--- src/verilog/core_pkg.sv ---
package core_pkg;

	typedef logic [31:0] word_t;		// Register and memory data
	typedef logic [4:0]  reg_addr_t;	// Register index
	typedef logic [9:0]  dm_addr_t;		// Data memory word address

	// ALU operations
	typedef enum logic [2:0] {
		OP_ADD,
		OP_SUB,
		OP_AND,
		OP_OR,
		OP_XOR,
		OP_SLT,
		OP_PASS_B	// LUI passes the immediate
	} alu_op_e;

	// What execute does with an item
	typedef enum logic [2:0] {
		K_NOP,
		K_ALU,
		K_LOAD,
		K_STORE,
		K_HALT
	} inst_kind_e;

	// Decoded instruction record
	typedef struct packed {
		inst_kind_e kind;
		alu_op_e    alu_op;
		logic       use_imm;	// Operand B from imm
		reg_addr_t  rs1;
		reg_addr_t  rs2;
		reg_addr_t  rd;
		word_t      imm;	// Already extended or shifted
	} dec_inst_t;

endpackage

--- src/verilog/inst_if.sv ---
`timescale 1ns/10ps

// Decoded instruction handoff with valid/ready
interface inst_if;
	import core_pkg::*;

	logic      valid;
	logic      ready;
	dec_inst_t inst;

	// Source holds valid and inst until the transfer
	modport src (output valid, output inst, input ready);

	modport dst (input valid, input inst, output ready);

endinterface

--- src/verilog/inst_queue.sv ---
`timescale 1ns/10ps

module inst_queue #(
	parameter int QUEUE_DEPTH = 4
) (
	input logic clk,
	input logic reset,
	inst_if.dst q_in,
	inst_if.src q_out
);
	import core_pkg::*;

	localparam int PTR_W = $clog2(QUEUE_DEPTH);
	localparam int CNT_W = $clog2(QUEUE_DEPTH + 1);

	dec_inst_t buffer [QUEUE_DEPTH];
	logic [PTR_W-1:0] wr_ptr, rd_ptr;
	logic [CNT_W-1:0] count;	// Occupancy
	logic push, pop;

	// Full queue refuses input even when popping
	assign q_in.ready  = (count != CNT_W'(QUEUE_DEPTH));
	assign q_out.valid = (count != '0);
	assign q_out.inst  = buffer[rd_ptr];	// Head visible the cycle after write

	assign push = q_in.valid && q_in.ready;
	assign pop  = q_out.valid && q_out.ready;

	always_ff @(posedge clk) begin
		if (push)
			buffer[wr_ptr] <= q_in.inst;
	end

	always_ff @(posedge clk) begin
		if (reset) begin
			wr_ptr <= '0;
			rd_ptr <= '0;
			count  <= '0;
		end else begin
			if (push)	// Wrap also for non power of two depths
				wr_ptr <= (wr_ptr == PTR_W'(QUEUE_DEPTH - 1)) ? '0 : wr_ptr + 1'b1;
			if (pop)
				rd_ptr <= (rd_ptr == PTR_W'(QUEUE_DEPTH - 1)) ? '0 : rd_ptr + 1'b1;
			case ({push, pop})
				2'b10:   count <= count + 1'b1;
				2'b01:   count <= count - 1'b1;
				default: count <= count;	// Both or neither
			endcase
		end
	end

endmodule

--- src/flat_wrapper.sv ---
// flat-port wrapper written by rule: the top's interface ports become plain ports
module inst_queue_flat import core_pkg::*;
#(
	parameter int QUEUE_DEPTH = 4
)
  (clk, reset, q_in_valid, q_in_inst, q_in_ready, q_out_valid, q_out_inst, q_out_ready);
  inst_if q_in_i ();
  inst_if q_out_i ();
  input logic clk;
  input logic reset;
  input wire logic [$bits(q_in_i.valid)-1:0] q_in_valid;
  input wire logic [$bits(q_in_i.inst)-1:0] q_in_inst;
  output wire logic [$bits(q_in_i.ready)-1:0] q_in_ready;
  output wire logic [$bits(q_out_i.valid)-1:0] q_out_valid;
  output wire logic [$bits(q_out_i.inst)-1:0] q_out_inst;
  input wire logic [$bits(q_out_i.ready)-1:0] q_out_ready;
  assign q_in_i.valid = q_in_valid;
  assign q_in_i.inst = q_in_inst;
  assign q_in_ready = q_in_i.ready;
  assign q_out_valid = q_out_i.valid;
  assign q_out_inst = q_out_i.inst;
  assign q_out_i.ready = q_out_ready;
  inst_queue #(.QUEUE_DEPTH(QUEUE_DEPTH)) u_core (.clk(clk), .reset(reset), .q_in(q_in_i), .q_out(q_out_i));
endmodule
--- config.mk ---
export PLATFORM = sky130hd
export DESIGN_NAME = inst_queue_flat
export DESIGN_NICKNAME = d
export VERILOG_FILES = /design/src/verilog/core_pkg.sv /design/src/verilog/inst_if.sv /design/src/verilog/inst_queue.sv /design/src/flat_wrapper.sv
export SDC_FILE = /design/constraint.sdc
export NUM_CORES = 1
export LEC_CHECK = 0
export BUFFER_PORTS_ARGS = -buffer_cell sky130_fd_sc_hd__clkbuf_2
export CAP_MARGIN = 20
export CORE_ASPECT_RATIO = 1.4
export CORE_MARGIN = 10
export CORE_UTILIZATION = 35
export CTS_BUF_LIST = sky130_fd_sc_hd__clkbuf_4
export CTS_CLUSTER_DIAMETER = 30
export DETAILED_ROUTE_END_ITERATION = 8
export SETUP_SLACK_MARGIN = 0.4
export SLEW_MARGIN = 20
export SYNTH_ARGS = -nofsm -noshare
export SYNTH_HDL_FRONTEND = slang
export SYNTH_SLANG_ARGS = --single-unit
--- constraint.sdc ---
create_clock -name clk -period 3.05 [get_ports clk]
set_input_delay 0.305 -clock clk [delete_from_list [all_inputs] [get_ports clk]]
set_output_delay 0.305 -clock clk [all_outputs]
set_load 0.03 [all_outputs]
==> reports/metrics.csv <==
metric,value,unit
Power Density,807,nW/um^2
Skew-Pair Late Insertion Delay,630,ps
Rows,66,
status,finished clean,
max-slew violation count,0,
Tcrit/Tclk final,78.5,%
Via density,4.66,
Detail Route Antenna Nets,0,
Yosys top cell by area,edfxtp_1,
sw frac,30.5,%
"Cell Area, Synth",8280,sq um
Pleak,3.69,nW
Max Cap Violations,0,
RSZ-0062 raised after global routing,no,
Detail Placement HPWL,10100,microns
vias,4244,
Crit path max-delay family,buffers and inverters,
initial core utilization,35.6,%
Hold Path Class,input pin to register,
Synth Warn #,0,
Rel. slew slack,42.6,%
chip width,150,microns
total grt overflow,0,
Worst Setup End Kind,primary output,
worst-path cell chain,buf_4 > mux4_2 > clkbuf_2,
Worst EP arrival,2090,ps
Die Y,202,microns
startpoint types,register,
area delta synth->final,27.5,%
Post-Route WL,17000,microns
setup TNS,0,ps
post-detailed-route wirelength per cell,18.7,microns
H-Tree Depth,2,
Fmax,418,MHz
CTS Buffer Depth,3,
CP max-delay cell,buf_4,
initial DRC count,180,
Die ar.,30300,sq um
CP Buf/Inv Count,2,
Worst Path Max Fanout,34,
root buf cell,clkbuf_4,
Required @ worst endpoint,2740,ps
clock-pin transition on the worst setup and hold timing paths,60,ps
Finish-stage setup viols,0,
Worst Setup Path Type,register to primary output,
synthesized flop and latch total,225,
Clk network pwr share,29.2,%
post-layout util,45.4,%
worst vdd ir,0.492,mV
CTS tree,done,
Reg power frac,44.8,%
Total Nets Final,623,
first-pass GRT wire length,26700,microns
Placed Area,9230,sq um
sequential fraction of the synthesis area,80.5,%
share of cells above drive strength 1,44.0,%
Yosys top cell area share,78.3,%
antenna violations before repair,1,
TritonCTS buffer count,55,
max incr delay on CP,490,ps
port bufs,113,
dominant cells by area after synthesis,"edfxtp_1 (78%), mux4_2 (15%), dfxtp_1 (2.2%), ha_1 (0.91%), buf_6 (0.82%)",
Comb power frac,26.0,%
Synthesized Nets,399,
Sw Pwr,0.00259,W
Post-CTS Resized,0,
FILL cells,2067,
Synth cell types,26,
Least-Margin Pin Slew,860,ps
GR Util All Layers,11.4,%
Final Cell Area,10600,sq um
maximum number of pins on one net before global-route repair,55,
Int Power,0.00593,W
vias in the first global route,4968,
core area,23300,sq um
I/O Pins,114,
Residual DRC,0,
routability cong.,0.690,
min Tclk post-route,2390,ps
drt pass-1 iters,5,
"Hold Vio Cnt, Final",0,
Mean Syn Cell Area,24.8,sq um
skew final,33.3,ps
clock sink total,225,
Synth Instances,334,
-- worst reg2reg max path, stage by stage (launching register included) --
cell and delay, ps:
dfxtp_1 380, or3b_1 470, nand2_2 150, ha_1 200, inv_1 60, fa_1 380, xor2_1 170, or3_1 310
a21oi_1 150
-- final cells by class --
cell class	instances	area, sq um	share of cell area, %
clock buffer	71	533	5.05
tap	306	383	3.63
antenna	1	2.50	0.0237
clock inverter	32	204	1.93
inverter	6	22.5	0.213
multi-input combinational	89	1500	14.2
sequential	225	6670	63.2
timing repair buffer	181	1250	11.8
-- metrics by stage --
stage	hold WS, ps	setup WS, ps	total power, W	std cells
detailed placement	485	761	0.00607	748
global placement	464	838	0.00601	748
CTS	26.8	404	0.00868	908
finish	94.4	655	0.00852	911
global route	86.8	509	0.00900	911
floorplan	404	639	0.00542	334
-- path summary, 6_finish.rpt --
check	start	endpoint	slack (ps)	cells after the start
max	register	q_out_inst[33]	660	3
min	q_out_ready	register	90	4
max reg2reg	u_core.count[2]	u_core.count[2]	720	8
min reg2reg	u_core.rd_ptr[0]	register	500	2
-- cell families after synthesis --
group / share of synthesized area (%)
DFF: 80.5
AOI/OAI and AO/OA: 0.544
buffers and inverters: 1.48
adders and majority gates: 1.15
and+or+nand+nor: 1.22
muxes: 14.9
xor gates and xnor gates: 0.211
-- flip-flops by register name, indices dropped and copies added (netlist names), named ones only --
name	cells
u_core.wr_ptr	2
u_core.count	3
u_core.buffer	216
u_core.rd_ptr	2
-- timing repair --
item / in CTS / in global routing
setup endpoints to repair: 35 / 4
buffers inserted: 1 / 2
endpoints found under the hold margin: 225 / 0
hold buffers: 56 / 0
-- Yosys cell counts --
library cell,count
mux2i_1,2
or3_1,3
nor2_1,4
nand2b_1,2
edfxtp_1,216
mux4_2,54
o31ai_1,1
dfxtp_1,9
buf_1,1
or3b_1,1
nand2_1,1
a211o_1,1
buf_2,2
clkbuf_1,5
o21ai_2,1
inv_1,6
xor2_1,2
o21ai_0,1
ha_1,6
nand2_2,1
fa_1,1
or3_2,1
buf_6,6
a21oi_1,3
and3_1,1
and3_2,3
-- layout by cell type, fill, tap and decap left out, types with 6 or more instances in the layout --
master,count
buf_4,9
clkbuf_2,113
clkbuf_4,71
clkinv_1,25
dfxtp_1,7
dlygate4sd3_1,56
edfxtp_1,216
ha_1,6
inv_1,6
mux4_2,54
-- metal layers --
| metal | global-route usage, % | part of all wire (%) |
|---|---|---|
| met1 | 11.9 | 37 |
| met2 | 20.9 | 56 |
| met3 | 2.97 | 5.1 |
| met4 | 4.73 | 1.7 |
| met5 | 0 | 0 |
-- power by group through the flow --
stage,clock (W),sequential [W],combinational [W]
after global routing,0.00278,0.00384,0.00238
after global placement,0,0.00392,0.00210
after floorplan,0,0.00384,0.00158
final,0.00249,0.00382,0.00222
after CTS,0.00259,0.00385,0.00224
after detailed placement,0,0.00394,0.00213
(Power assumes the default switching activity.)
